===== config.mk =====
export PLATFORM = sky130hd
export DESIGN_NAME = md_cart_core
export DESIGN_NICKNAME = d
export VERILOG_FILES = /design/src/common/md_bridge_pkg.sv /design/src/common/md_cart_pkg.sv /design/src/cart/cart_header_sniffer.sv /design/src/cart/cart_quirk_lookup.sv /design/src/verilog/core_settings_regs.sv /design/src/verilog/md_cart_core.sv /design/src/verilog/pad_remap.sv
export VERILOG_INCLUDE_DIRS = /design/src /design/src/common
export SDC_FILE = /design/constraint.sdc
export NUM_CORES = 1
export LEC_CHECK = 0
export ABC_AREA = 0
export BUFFER_PORTS_ARGS = -buffer_cell sky130_fd_sc_hd__buf_2
export CORE_AREA = 3 3 174 133
export DETAILED_ROUTE_END_ITERATION = 7
export DIE_AREA = 0 0 177 136
export PLACE_DENSITY = 0.84
export SLEW_MARGIN = 30
export SYNTH_ARGS = -nofsm -noshare
export SYNTH_HDL_FRONTEND = slang
export SYNTH_HIERARCHICAL = 1
export SYNTH_SLANG_ARGS = --single-unit

===== constraint.sdc =====
create_clock -name clk_sys -period 2.8 [get_ports clk_sys]
set_input_delay 0.28 -clock clk_sys [delete_from_list [all_inputs] [get_ports clk_sys]]
set_output_delay 0.28 -clock clk_sys [all_outputs]
set_load 0.01 [all_outputs]

===== src/common/md_core_macros.svh =====
//////////////////////////////
// bridge settings addresses, cartridge header
// word addresses, light gun default delay and
// pad synchronizer depth
//////////////////////////////

`ifndef MD_CORE_MACROS_SVH
`define MD_CORE_MACROS_SVH

// settings registers on the bridge
`define MD_ADDR_FILTER      32'h00F0_0000
`define MD_ADDR_FM_CHIP     32'h00A0_0000
`define MD_ADDR_TURBO       32'h00C0_0000
`define MD_ADDR_MULTITAP    32'h0000_0000
`define MD_ADDR_ASPECT      32'h0000_0010
`define MD_ADDR_COMPOSITE   32'h0000_0020
`define MD_ADDR_OBJ_LIMIT   32'h0000_0030
`define MD_ADDR_FM          32'h0000_0040
`define MD_ADDR_PSG         32'h0000_0050
`define MD_ADDR_HIFI_PCM    32'h0000_0060
`define MD_ADDR_LADDER      32'h0000_0070
`define MD_ADDR_REGION      32'h00E0_0000 // read only

// header byte addresses in the rom stream
`define MD_HDR_ID0          25'h182
`define MD_HDR_ID1          25'h184
`define MD_HDR_ID2          25'h186
`define MD_HDR_ID3          25'h188
`define MD_HDR_ID4          25'h18A
`define MD_HDR_ID5          25'h18C
`define MD_HDR_RGN0         25'h1F0
`define MD_HDR_RGN1         25'h1F2
`define MD_HDR_END          25'h200

`define MD_GUN_DELAY_DEF    8'd44
`define MD_SYNC_STAGES      3

`endif


===== src/common/md_bridge_pkg.sv =====
//////////////////////////////
// host bridge word type and the
// enums held by the settings registers
//////////////////////////////

package md_bridge_pkg;

	// one bridge transfer, address or data
	typedef logic [31:0] bridge_word_t;

	// cpu overclock setting, code 3 unused
	typedef enum logic [1:0] {
		TURBO_OFF  = 2'd0,
		TURBO_MID  = 2'd1,
		TURBO_HIGH = 2'd2
	} cpu_turbo_t;

	// audio low pass filter
	typedef enum logic [1:0] {
		LPF_OFF   = 2'd0,
		LPF_SOFT  = 2'd1,
		LPF_MID   = 2'd2,
		LPF_SHARP = 2'd3
	} lpf_mode_t;

endpackage


===== src/common/md_cart_pkg.sv =====
//////////////////////////////
// cartridge side types: region, quirk
// flags, light gun, game id, rom and pads
//////////////////////////////

package md_cart_pkg;

	typedef enum logic [1:0] {
		REGION_JP = 2'd0,
		REGION_US = 2'd1,
		REGION_EU = 2'd2
	} region_t;

	// bit positions inside quirk_vec_t
	typedef enum logic [3:0] {
		QK_SRAM, QK_SRAM00, QK_EEPROM, QK_FIFO, QK_NORAM,
		QK_PIER, QK_SVP, QK_FMBUSY, QK_SCHAN
	} quirk_e;

	typedef logic [8:0] quirk_vec_t;

	typedef enum logic {
		GUN_MENACER   = 1'b0,
		GUN_JUSTIFIER = 1'b1
	} gun_type_t;

	typedef logic [63:0] cart_id_t;  // eight ascii chars, first in msb
	typedef logic [24:0] rom_addr_t; // byte address
	typedef logic [15:0] rom_word_t;
	typedef logic [15:0] pad_keys_t; // host key bitmap
	typedef logic [11:0] pad_word_t; // console pad word

endpackage


===== src/cart/cart_header_sniffer.sv =====
//////////////////////////////
// rom stream header sniffer: game id,
// region letters, core hold and rom size
//////////////////////////////

`timescale 1ns/1ps
`include "md_core_macros.svh"

module cart_header_sniffer (
	input  logic                   clk_sys,
	input  logic                   arst_n,
	input  logic                   rom_download,
	input  logic                   rom_wr,
	input  md_cart_pkg::rom_addr_t rom_addr,
	input  md_cart_pkg::rom_word_t rom_data,
	output md_cart_pkg::cart_id_t  cart_id,
	output logic                   id_done,
	output md_cart_pkg::region_t   region,
	output logic                   export_region,
	output logic                   region_hold,
	output md_cart_pkg::rom_addr_t rom_size
);
	import md_cart_pkg::*;

	logic       dl_q;
	logic       dl_rise;
	logic       dl_fall;
	logic       hdr_wr;
	logic       hdr_ready;
	logic       hdr_ready_q;
	logic [2:0] rgn_flags; // {e, u, j}
	logic [2:0] rgn_next;
	logic [7:0] lo_byte;
	logic [7:0] hi_byte;
	logic [3:0] hrgn;

	// one-hot {e, u, j} for a region letter
	function automatic logic [2:0] letter_hit(input logic [7:0] c);
		case (c)
			"J":     return 3'b001;
			"U":     return 3'b010;
			"E":     return 3'b100;
			default: return 3'b000;
		endcase
	endfunction

	assign lo_byte = rom_data[7:0];
	assign hi_byte = rom_data[15:8];
	assign hrgn    = lo_byte[3:0] - 4'd7; // 'A'..'F' as hex digit
	assign hdr_wr  = rom_wr & rom_download;
	assign dl_rise = rom_download & ~dl_q;
	assign dl_fall = ~rom_download & dl_q;

	assign export_region = (region != REGION_JP);

	//////////////////////////////
	// region flags
	always_comb begin
		rgn_next = rgn_flags;
		if (hdr_wr && rom_addr == `MD_HDR_RGN0) begin
			if (letter_hit(lo_byte) != 3'b000)
				rgn_next = rgn_next | letter_hit(lo_byte);
			else if (lo_byte >= "0" && lo_byte <= "9")
				rgn_next = {lo_byte[3], lo_byte[2], lo_byte[0]};
			else if (lo_byte >= "A" && lo_byte <= "F")
				rgn_next = {hrgn[3], hrgn[2], hrgn[0]};
			rgn_next = rgn_next | letter_hit(hi_byte); // second letter slot
		end else if (hdr_wr && rom_addr == `MD_HDR_RGN1) begin
			rgn_next = rgn_next | letter_hit(lo_byte);
		end
	end

	always_ff @(posedge clk_sys or negedge arst_n) begin
		if (!arst_n) begin
			dl_q        <= 1'b0;
			rgn_flags   <= 3'b000;
			hdr_ready   <= 1'b0;
			hdr_ready_q <= 1'b0;
			region      <= REGION_US;
			region_hold <= 1'b0;
			rom_size    <= '0;
			id_done     <= 1'b0;
		end else begin
			dl_q        <= rom_download;
			hdr_ready_q <= hdr_ready;
			id_done     <= hdr_wr && (rom_addr == `MD_HDR_ID5); // id complete next cycle
			rgn_flags   <= dl_rise ? 3'b000 : rgn_next;

			if (hdr_wr && rom_addr == `MD_HDR_END)
				hdr_ready <= 1'b1;

			// pick region once the header is in, hold the core meanwhile
			if (hdr_ready && !hdr_ready_q) begin
				region_hold <= 1'b1;
				if (rgn_flags[1])      region <= REGION_US;
				else if (rgn_flags[2]) region <= REGION_EU;
				else if (rgn_flags[0]) region <= REGION_JP;
				else                   region <= REGION_US;
			end

			if (dl_fall) begin
				hdr_ready   <= 1'b0;
				region_hold <= 1'b0;
				rom_size    <= rom_addr; // last address of the image
			end
		end
	end

	//////////////////////////////
	// game id characters
	always_ff @(posedge clk_sys) begin
		if (hdr_wr) begin
			case (rom_addr)
				`MD_HDR_ID0: cart_id[63:56] <= hi_byte;
				`MD_HDR_ID1: cart_id[55:40] <= {lo_byte, hi_byte};
				`MD_HDR_ID2: cart_id[39:24] <= {lo_byte, hi_byte};
				`MD_HDR_ID3: cart_id[23:8]  <= {lo_byte, hi_byte};
				`MD_HDR_ID5: cart_id[7:0]   <= lo_byte;
				default: ;
			endcase
		end
	end

endmodule


===== src/cart/cart_quirk_lookup.sv =====
//////////////////////////////
// game id table: compatibility quirk
// flags and light gun type and delay
//////////////////////////////

`timescale 1ns/1ps
`include "md_core_macros.svh"

module cart_quirk_lookup (
	input  logic                   clk_sys,
	input  logic                   arst_n,
	input  logic                   rom_download,
	input  md_cart_pkg::cart_id_t  cart_id,
	input  logic                   id_done,
	output md_cart_pkg::quirk_vec_t quirk_flags,
	output md_cart_pkg::gun_type_t gun_type,
	output logic [7:0]             gun_sensor_delay
);
	import md_cart_pkg::*;

	logic       dl_q;
	quirk_vec_t quirk_hit;
	gun_type_t  gun_next;
	logic [7:0] delay_next;

	// at most one flag per id
	function automatic quirk_vec_t quirk_match(input cart_id_t id);
		quirk_vec_t hit;
		hit = '0;
		case (id)
			"T-081276", "T-81406 ", "T-081586", "T-81576 ", "T-81476 ":
				hit[QK_SRAM] = 1'b1;
			"MK-1215 ", "G-4060  ", "00001211", "MK-1228 ", "G-5538  ",
			"00004076", "T-12046 ", "T-12053 ", "G-4524  ":
				hit[QK_EEPROM] = 1'b1;
			"T-113016": hit[QK_NORAM]  = 1'b1; // fake ram check
			"T-89016 ": hit[QK_FIFO]   = 1'b1;
			"T-574023", "T-574013":
				hit[QK_PIER] = 1'b1;
			"MK-1229 ", "G-7001  ":
				hit[QK_SVP] = 1'b1;          // dsp carts
			"T-35036 ", "T-25073 ", "MK-1137-":
				hit[QK_FMBUSY] = 1'b1;
			"T-68???-": hit[QK_SCHAN]  = 1'b1; // literal question marks
			" GM 0000": hit[QK_SRAM00] = 1'b1;
			default: ;
		endcase
		return hit;
	endfunction

	assign quirk_hit = quirk_match(cart_id);

	//////////////////////////////
	// light gun titles
	always_comb begin
		case (cart_id)
			"MK-1533 ": begin gun_next = GUN_MENACER;   delay_next = 8'd100; end
			"T-95096-": begin gun_next = GUN_JUSTIFIER; delay_next = 8'd52;  end
			"T-95136-": begin gun_next = GUN_JUSTIFIER; delay_next = 8'd30;  end
			"MK-1658 ": begin gun_next = GUN_MENACER;   delay_next = 8'd120; end
			"T-081156": begin gun_next = GUN_MENACER;   delay_next = 8'd126; end
			default: begin
				gun_next   = GUN_MENACER;
				delay_next = `MD_GUN_DELAY_DEF;
			end
		endcase
	end

	always_ff @(posedge clk_sys or negedge arst_n) begin
		if (!arst_n) begin
			dl_q             <= 1'b0;
			quirk_flags      <= '0;
			gun_type         <= GUN_MENACER;
			gun_sensor_delay <= `MD_GUN_DELAY_DEF;
		end else begin
			dl_q <= rom_download;
			if (rom_download && !dl_q)
				quirk_flags <= '0; // fresh image
			else if (id_done)
				quirk_flags <= quirk_flags | quirk_hit;

			if (id_done) begin
				gun_type         <= gun_next;
				gun_sensor_delay <= delay_next;
			end
		end
	end

endmodule


===== src/verilog/core_settings_regs.sv =====
//////////////////////////////
// core settings registers written over
// the bridge, and the bridge read mux
//////////////////////////////

`timescale 1ns/1ps
`include "md_core_macros.svh"

module core_settings_regs (
	input  logic                        clk_sys,
	input  logic                        arst_n,
	input  md_bridge_pkg::bridge_word_t bridge_addr,
	input  logic                        bridge_wr,
	input  md_bridge_pkg::bridge_word_t bridge_wr_data,
	input  md_cart_pkg::region_t        region,
	output md_bridge_pkg::bridge_word_t bridge_rd_data,
	output md_bridge_pkg::cpu_turbo_t   cpu_turbo,
	output md_bridge_pkg::lpf_mode_t    lpf_mode,
	output logic                        fm_chip,
	output logic                        ar_correction,
	output logic                        composite_en,
	output logic                        obj_limit_high,
	output logic                        fm_en,
	output logic                        psg_en,
	output logic                        hifi_pcm_en,
	output logic                        ladder_en,
	output logic                        multitap_en
);
	import md_bridge_pkg::*;

	//////////////////////////////
	// write decode, exact addresses only
	always_ff @(posedge clk_sys or negedge arst_n) begin
		if (!arst_n) begin
			cpu_turbo      <= TURBO_OFF;
			lpf_mode       <= LPF_OFF;
			fm_chip        <= 1'b0;
			ar_correction  <= 1'b0;
			composite_en   <= 1'b0;
			multitap_en    <= 1'b0;
			obj_limit_high <= 1'b1;
			fm_en          <= 1'b1;
			psg_en         <= 1'b1;
			hifi_pcm_en    <= 1'b1;
			ladder_en      <= 1'b1;
		end else if (bridge_wr) begin
			case (bridge_addr)
				`MD_ADDR_FILTER:    lpf_mode       <= lpf_mode_t'(bridge_wr_data[1:0]);
				`MD_ADDR_TURBO:     cpu_turbo      <= cpu_turbo_t'(bridge_wr_data[1:0]);
				`MD_ADDR_FM_CHIP:   fm_chip        <= bridge_wr_data[0];
				`MD_ADDR_MULTITAP:  multitap_en    <= bridge_wr_data[0];
				`MD_ADDR_ASPECT:    ar_correction  <= bridge_wr_data[0];
				`MD_ADDR_COMPOSITE: composite_en   <= bridge_wr_data[0];
				`MD_ADDR_OBJ_LIMIT: obj_limit_high <= bridge_wr_data[0];
				`MD_ADDR_FM:        fm_en          <= bridge_wr_data[0];
				`MD_ADDR_PSG:       psg_en         <= bridge_wr_data[0];
				`MD_ADDR_HIFI_PCM:  hifi_pcm_en    <= bridge_wr_data[0];
				`MD_ADDR_LADDER:    ladder_en      <= bridge_wr_data[0];
				default: ; // unmapped, ignore
			endcase
		end
	end

	//////////////////////////////
	// read back, only the region is visible
	always_comb begin
		if (bridge_addr == `MD_ADDR_REGION)
			bridge_rd_data = {30'd0, region};
		else
			bridge_rd_data = '0;
	end

endmodule


===== src/verilog/md_cart_core.sv =====
//////////////////////////////
// cartridge and configuration top:
// settings, header sniffer, quirks, pads
//////////////////////////////

`timescale 1ns/1ps

module md_cart_core (
	input  logic                        clk_sys,
	input  logic                        arst_n,
	// host bridge
	input  md_bridge_pkg::bridge_word_t bridge_addr,
	input  logic                        bridge_wr,
	input  md_bridge_pkg::bridge_word_t bridge_wr_data,
	output md_bridge_pkg::bridge_word_t bridge_rd_data,
	// rom load stream
	input  logic                        rom_download,
	input  logic                        rom_wr,
	input  md_cart_pkg::rom_addr_t      rom_addr,
	input  md_cart_pkg::rom_word_t      rom_data,
	// pads
	input  md_cart_pkg::pad_keys_t      cont1_key,
	input  md_cart_pkg::pad_keys_t      cont2_key,
	input  md_cart_pkg::pad_keys_t      cont3_key,
	input  md_cart_pkg::pad_keys_t      cont4_key,
	output md_cart_pkg::pad_word_t      pad1,
	output md_cart_pkg::pad_word_t      pad2,
	output md_cart_pkg::pad_word_t      pad3,
	output md_cart_pkg::pad_word_t      pad4,
	// cartridge results
	output md_cart_pkg::quirk_vec_t     quirk_flags,
	output md_cart_pkg::gun_type_t      gun_type,
	output logic [7:0]                  gun_sensor_delay,
	output md_cart_pkg::rom_addr_t      rom_size,
	output logic                        region_hold,
	output logic                        export_region,
	// settings
	output md_bridge_pkg::cpu_turbo_t   cpu_turbo,
	output md_bridge_pkg::lpf_mode_t    lpf_mode,
	output logic                        fm_chip,
	output logic                        ar_correction,
	output logic                        composite_en,
	output logic                        obj_limit_high,
	output logic                        fm_en,
	output logic                        psg_en,
	output logic                        hifi_pcm_en,
	output logic                        ladder_en
);
	import md_cart_pkg::*;

	region_t  cart_region;
	cart_id_t cart_id;
	logic     id_done;
	logic     multitap_en;

	core_settings_regs u_settings (
		.clk_sys        (clk_sys),
		.arst_n         (arst_n),
		.bridge_addr    (bridge_addr),
		.bridge_wr      (bridge_wr),
		.bridge_wr_data (bridge_wr_data),
		.region         (cart_region),
		.bridge_rd_data (bridge_rd_data),
		.cpu_turbo      (cpu_turbo),
		.lpf_mode       (lpf_mode),
		.fm_chip        (fm_chip),
		.ar_correction  (ar_correction),
		.composite_en   (composite_en),
		.obj_limit_high (obj_limit_high),
		.fm_en          (fm_en),
		.psg_en         (psg_en),
		.hifi_pcm_en    (hifi_pcm_en),
		.ladder_en      (ladder_en),
		.multitap_en    (multitap_en)
	);

	cart_header_sniffer u_sniffer (
		.clk_sys       (clk_sys),
		.arst_n        (arst_n),
		.rom_download  (rom_download),
		.rom_wr        (rom_wr),
		.rom_addr      (rom_addr),
		.rom_data      (rom_data),
		.cart_id       (cart_id),
		.id_done       (id_done),
		.region        (cart_region),
		.export_region (export_region),
		.region_hold   (region_hold),
		.rom_size      (rom_size)
	);

	cart_quirk_lookup u_quirks (
		.clk_sys          (clk_sys),
		.arst_n           (arst_n),
		.rom_download     (rom_download),
		.cart_id          (cart_id),
		.id_done          (id_done),
		.quirk_flags      (quirk_flags),
		.gun_type         (gun_type),
		.gun_sensor_delay (gun_sensor_delay)
	);

	pad_remap u_pads (
		.clk_sys     (clk_sys),
		.arst_n      (arst_n),
		.cont1_key   (cont1_key),
		.cont2_key   (cont2_key),
		.cont3_key   (cont3_key),
		.cont4_key   (cont4_key),
		.multitap_en (multitap_en),
		.pad1        (pad1),
		.pad2        (pad2),
		.pad3        (pad3),
		.pad4        (pad4)
	);

endmodule


===== src/verilog/pad_remap.sv =====
//////////////////////////////
// pad key synchronizers, console button
// order and multitap gating
//////////////////////////////

`timescale 1ns/1ps
`include "md_core_macros.svh"

module pad_remap (
	input  logic                   clk_sys,
	input  logic                   arst_n,
	input  md_cart_pkg::pad_keys_t cont1_key,
	input  md_cart_pkg::pad_keys_t cont2_key,
	input  md_cart_pkg::pad_keys_t cont3_key,
	input  md_cart_pkg::pad_keys_t cont4_key,
	input  logic                   multitap_en,
	output md_cart_pkg::pad_word_t pad1,
	output md_cart_pkg::pad_word_t pad2,
	output md_cart_pkg::pad_word_t pad3,
	output md_cart_pkg::pad_word_t pad4
);
	import md_cart_pkg::*;

	pad_keys_t key_in   [4];
	pad_keys_t key_sync [4][`MD_SYNC_STAGES];
	pad_word_t pad_raw  [4];

	// Z Y X mode start B C A up down left right
	function automatic pad_word_t remap(input pad_keys_t k);
		return {k[9], k[6], k[8], k[14], k[15], k[4], k[5], k[7],
			k[0], k[1], k[2], k[3]};
	endfunction

	assign key_in[0] = cont1_key;
	assign key_in[1] = cont2_key;
	assign key_in[2] = cont3_key;
	assign key_in[3] = cont4_key;

	for (genvar p = 0; p < 4; p++) begin : g_pad
		always_ff @(posedge clk_sys or negedge arst_n) begin
			if (!arst_n) begin
				for (int s = 0; s < `MD_SYNC_STAGES; s++)
					key_sync[p][s] <= '0;
			end else begin
				key_sync[p][0] <= key_in[p]; // host side is async
				for (int s = 1; s < `MD_SYNC_STAGES; s++)
					key_sync[p][s] <= key_sync[p][s-1];
			end
		end

		assign pad_raw[p] = remap(key_sync[p][`MD_SYNC_STAGES-1]);
	end

	assign pad1 = pad_raw[0];
	assign pad2 = pad_raw[1];
	assign pad3 = multitap_en ? pad_raw[2] : '0; // only with the tap
	assign pad4 = multitap_en ? pad_raw[3] : '0;

endmodule

Word-level counts from Yosys, hierarchy flattened. Index checks and enable logic that the tools add are counted. Widths: inputs -> output; s select.

Order comparisons: 4. Add/sub/neg operators: 1. Reductions and logical operators: 39. Bitwise logic cells: 9. Equality and inequality tests: 55. Mux-type cells: 38.

Operator list (count): $eq 64x63->1 const B (27); $eq 64x62->1 const B (3); $eq 25x9->1 const B (7); $eq 32x24->1 const B (4); $eq 32x7->1 const B (4); $eq 32x6->1 const B (2); $eq 8x7->1 const B (6); $mux 3 (13); $pmux 7 s5 (1); $eq 32x5->1 const B (1); $logic_not 32->1 (1); $reduce_and 2->1 (16); $eq 25x10->1 const B (1); $mux 12 (2); $mux 9 (2); $pmux 3 s3 (2); $mux 1 (15); $or 3x3->3 (3); $or 9x9->9 (1); $reduce_or 9->1 (1); $ge 8x6->1 const B (1); $ge 8x7->1 const B (1); $le 8x6->1 const B (1); $le 8x7->1 const B (1); other kinds (11) (30).

Output and inout bits: 137. Word-level logic and storage cells: 185. Bits in registers: 322.

Longest topological paths before layout.
Depth after elaboration: 12. Depth in mapped cells: 7.

Cells and area by module. Netlist, hierarchy kept.

Modules (own cells, without submodules): pad_remap (area an instance 3978.8 um2, times used 1, cells each 194, seq. area each 3603.5 um2); cart_header_sniffer (area an instance 3769.9 um2, times used 1, cells each 224, seq. area each 2798.9 um2); cart_quirk_lookup (area an instance 1894.3 um2, times used 1, cells each 250, seq. area each 429.2 um2); core_settings_regs (area an instance 1096.1 um2, times used 1, cells each 97, seq. area each 331.6 um2).

Worst setup path after synthesis. No wires, ideal clock.

Path kind: input to register. Start: input rom_addr[16]. End: register u_sniffer.cart_id[10] (enable). Setup slack: -0.601 ns. Setup time: 0.436 ns. Data arrival time: 2.965 ns. Required time: 2.364 ns. Stages on the path: 4. Path buffers: 0. Cell sequence: nor4_2 -> nand4_2 -> or3_1 -> nor4b_1.

Longest elaborated chain between the ends: 2.

RTL lines: from (decl) (RTL line md_cart_core.sv:19) `input md_cart_pkg::rom_addr_t rom_addr,`; $eq 25x9->1 (RTL line cart_header_sniffer.sv:113) `case (rom_addr)`; $reduce_and 2->1 (no line); to (signal assigned) (RTL line cart_header_sniffer.sv:117) `` `MD_HDR_ID3: cart_id[23:8] <= {lo_byte, hi_byte}; ``; to (decl) (RTL line cart_header_sniffer.sv:16) `output md_cart_pkg::cart_id_t cart_id,`.

Every way passes these cells. A chain may end at the register's enable or synchronous reset.

Final worst setup path.
Start: register u_sniffer.cart_id[14]. End: register u_quirks.gun_sensor_delay[3].

Longest elaborated chain between the ends: 2. Elaborated cells on any way between the ends: 6. Those cells by class: eq/ne: 5; mux: 1.

RTL lines: $eq 64x63->1 (RTL line cart_quirk_lookup.sv:56) `case (cart_id)`; $pmux 7 s5 (*) (RTL line cart_quirk_lookup.sv:56); to (signal assigned) (RTL line cart_quirk_lookup.sv:74) `` gun_sensor_delay <= `MD_GUN_DELAY_DEF; ``; to (signal assigned) (RTL line cart_quirk_lookup.sv:84) `gun_sensor_delay <= delay_next;`; to (decl) (RTL line cart_quirk_lookup.sv:17) `output logic [7:0] gun_sensor_delay`.

Mark *: on every way between the ends. The rest lies on a longest branch, timed or not.

==> impl_metrics.env <==
export IMPL_status="completed"
export IMPL_dieArea_um2=24100
export IMPL_ctsResizeCount=0
export IMPL_post_drt_wl_per_cell_um=20.9
export IMPL_critPathCaptureType="flop"
export IMPL_fin_util_pct=64.4
export IMPL_max_slew_margin_pct=52.4
export IMPL_clk_pin_slew_ps=70
export IMPL_overflow=0
export IMPL_antenna_found_initial=0
export IMPL_firstDrtPassIters=5
export IMPL_drt_iter0_drc=630
export IMPL_p_per_area_nw_per_um2=608
export IMPL_synth_xor_area_share_pct=0
export IMPL_grt_pass1_wl_mm=44.4
export IMPL_track_usage_pct=24.0
export IMPL_fin_crit_sh_pct=91.6
export IMPL_r2r_start="u_sniffer/cart_id[14]$_DFFE_PP_"
export IMPL_layout_drive_gt1_share_pct=36.6
export IMPL_first_global_vias=7781
export IMPL_dp_hpwl_mm=20.7
export IMPL_rsz0062_at_grt="no"
export IMPL_synth_top_family_by_area="simple AND/OR/NAND/NOR gates"
export IMPL_setup_violations_final=0
export IMPL_diodes=0
export IMPL_fmax_mhz=390
export IMPL_gp_congestion=0.988
export IMPL_min_path_type="primary input to flop"
export IMPL_die_x_um=177
export IMPL_worstSetupStartpointType="flop"
export IMPL_yosys_warnings=6
export IMPL_worst_slack_ps=235
export IMPL_grt_start_max_net_pins=92
export IMPL_async_flop_share_pct=76.6
export IMPL_slew_viol_final=0
export IMPL_ir_drop_mv=0.525
export IMPL_arrival_ps=3010
export IMPL_setup_worst_path_start="u_sniffer/cart_id[14]$_DFFE_PP_"
export IMPL_ys_seq_area_share_pct=66.7
export IMPL_drc=0
export IMPL_num_vias=7514
export IMPL_ys_ff_latch=273
export IMPL_ioPinCount=311
export IMPL_crit_fanout=4
export IMPL_ant_nets=0
export IMPL_netlist_instances=765
export IMPL_clk_path_buf_depth=3
export IMPL_clock_root_buffer="clkbuf_16"
export IMPL_die_y_um=136
export IMPL_min_period_ps=2560
export IMPL_detail_route_vias_per_cell=5.38
export IMPL_preCtsSetupSlack_ps=250
export IMPL_core_um2=21400
export IMPL_critical_path_class="flop to flop"
export IMPL_leakagePower_uw=0.00596
export IMPL_synthMuxAreaShare_pct=4.08
export IMPL_cts_sinks=273
export IMPL_final_cell_mix="231 x buf_2, 200 x dfrtp_1, 71 x dlygate4sd3_1"
export IMPL_cts_inserted_buffers=26
export IMPL_finalClockSkew_ps=30.2
export IMPL_synth_simple_gate_area_share_pct=20.5
export IMPL_htreeDepth=1
export IMPL_final_common_cell="buf_2"
export IMPL_hp_start="rom_addr[10]"
export IMPL_synth_ff_type="dfrtp_1"
export IMPL_hold_violations=0
export IMPL_yosys_area_share_adder_pct=0
export IMPL_required_ps=3250
export IMPL_area_growth_pct=28.0
export IMPL_synth_edff_count=64
export IMPL_rows=46
export IMPL_tritoncts="yes"
export IMPL_fin_setup_tns_ps=0
export IMPL_synth_compound_gate_area_share_pct=3.74
export IMPL_ys_types=82
export IMPL_clk_latency_ps=540
export IMPL_synth_area_um2=10700
export IMPL_max_cap_violations=0
export IMPL_numPortBuffers=232
export IMPL_tightest_slew_ps=713
export IMPL_routed_wl_mm=29.2
export IMPL_fin_nets=1264
export IMPL_fillers=1566
export IMPL_syn_area_per_cell_um2=14.0
export IMPL_start_util_pct=50.3
export IMPL_cts_setup_buffers=0
-- layer usage --
metal | vias to the layer above | global-route usage [%] | wire, um | share of wire (%)
li1 | 3372 | - | - | -
met1 | 3787 | 33.5 | 12500 | 43
met2 | 322 | 39.9 | 14000 | 48
met3 | 33 | 5.11 | 2320 | 8.0
met4 | 0 | 4.01 | 408 | 1.4
met5 | - | 0 | 0 | 0
-- critical path, cell delays in order, from the launching register on --
cell and delay, ps:
edfxtp_1 390, and4bb_1 370, nand3_4 110, or4_4 470, or4_4 530, or4_1 420
a31oi_1 190
-- report_power, final --
group          switching, uW  internal [uW]
combinational            303            251
clock                   1500           2010
sequential              61.0           4230
-- final cells by class --
class,count,area (um2),area share [%]
multi-input cells,445,3180,23.1
well taps,288,360,2.62
flip-flops and latches,273,7160,52.1
repair buffers,335,2130,15.5
clock inverters,7,72.6,0.528
clock buffers,39,803,5.85
inverters,9,33.8,0.246
-- cell families (layout without fill, tap and decap cells) --
logic type             Yosys count  count (layout)
buffers and inverters           77             390
multiplexers                    39              39
AND/OR/NAND/NOR                313             313
AO/OA/AOI/OAI                   61              61
flip-flops                     273             273
other                            2              32
-- per-stage QoR --
step	hold WS [ps]	power (uW)	cell area, um2	instances
2_1_floorplan	-15.6	4570	10900	795
4_1_cts	2.02	8390	13700	1396
5_1_grt	1.19	8660	13700	1396
3_3_place_gp	331	4800	12200	1279
6_report	21.0	8360	13700	1396
3_5_place_dp	335	4830	12200	1279
-- flip-flops by register name, indices dropped and copies added, names as in the netlist, 2 cells and up --
signal,count
u_quirks/gun_sensor_delay,6
u_sniffer/rgn_flags,3
u_pads/key_sync,120
u_pads/pad1,12
u_pads/pad2,12
u_sniffer/cart_id,64
u_sniffer/rom_size,25
u_quirks/quirk_flags,9
u_sniffer/region,2
u_settings/cpu_turbo,2
u_settings/lpf_mode,2
-- path summary, 6_finish.rpt --
kind	to	slack, ps	cells after the start
hold / removal	u_sniffer/rom_size[10]$_DFFE_PN0P_	20	2
min in group asynchronous	u_pads/key_sync[184]$_DFF_PN0_	350	2
hold reg to reg	u_pads/key_sync[115]$_DFF_PN0_	350	0
max in group asynchronous	u_pads/pad2[7]$_DFF_PN0_	1630	3
setup reg to reg	u_quirks/gun_sensor_delay[3]$_DFFE_PN1P_	240	6
setup / recovery	u_quirks/gun_sensor_delay[3]$_DFFE_PN1P_	240	6
-- cell usage after synthesis (all sizes together) (11+ instances only) --
cell type  count  share of area, %
and2          28               1.8
nand4         23               1.4
nand4b        11               1.1
nor3          31               1.7
o21ai         14              0.65
mux2          38               4.0
nor4b         15               1.4
nand2         29               1.0
or3           13              0.82
a21oi         16              0.75
buf           63               4.5
nor4          30               3.0
dfrtp        200                47
nand3         17               1.0
nor2          39               1.4
nor2b         11              0.64
edfxtp        64                18
-- timing repair --
| action | 4_1_cts | 5_1_grt |
|---|---|---|
| endpoints found under the hold margin | 161 | 0 |
| hold buffers | 71 | 0 |
| setup endpoints to repair | 0 | 0 |
Note: power is estimated with default switching activity, not from simulation.
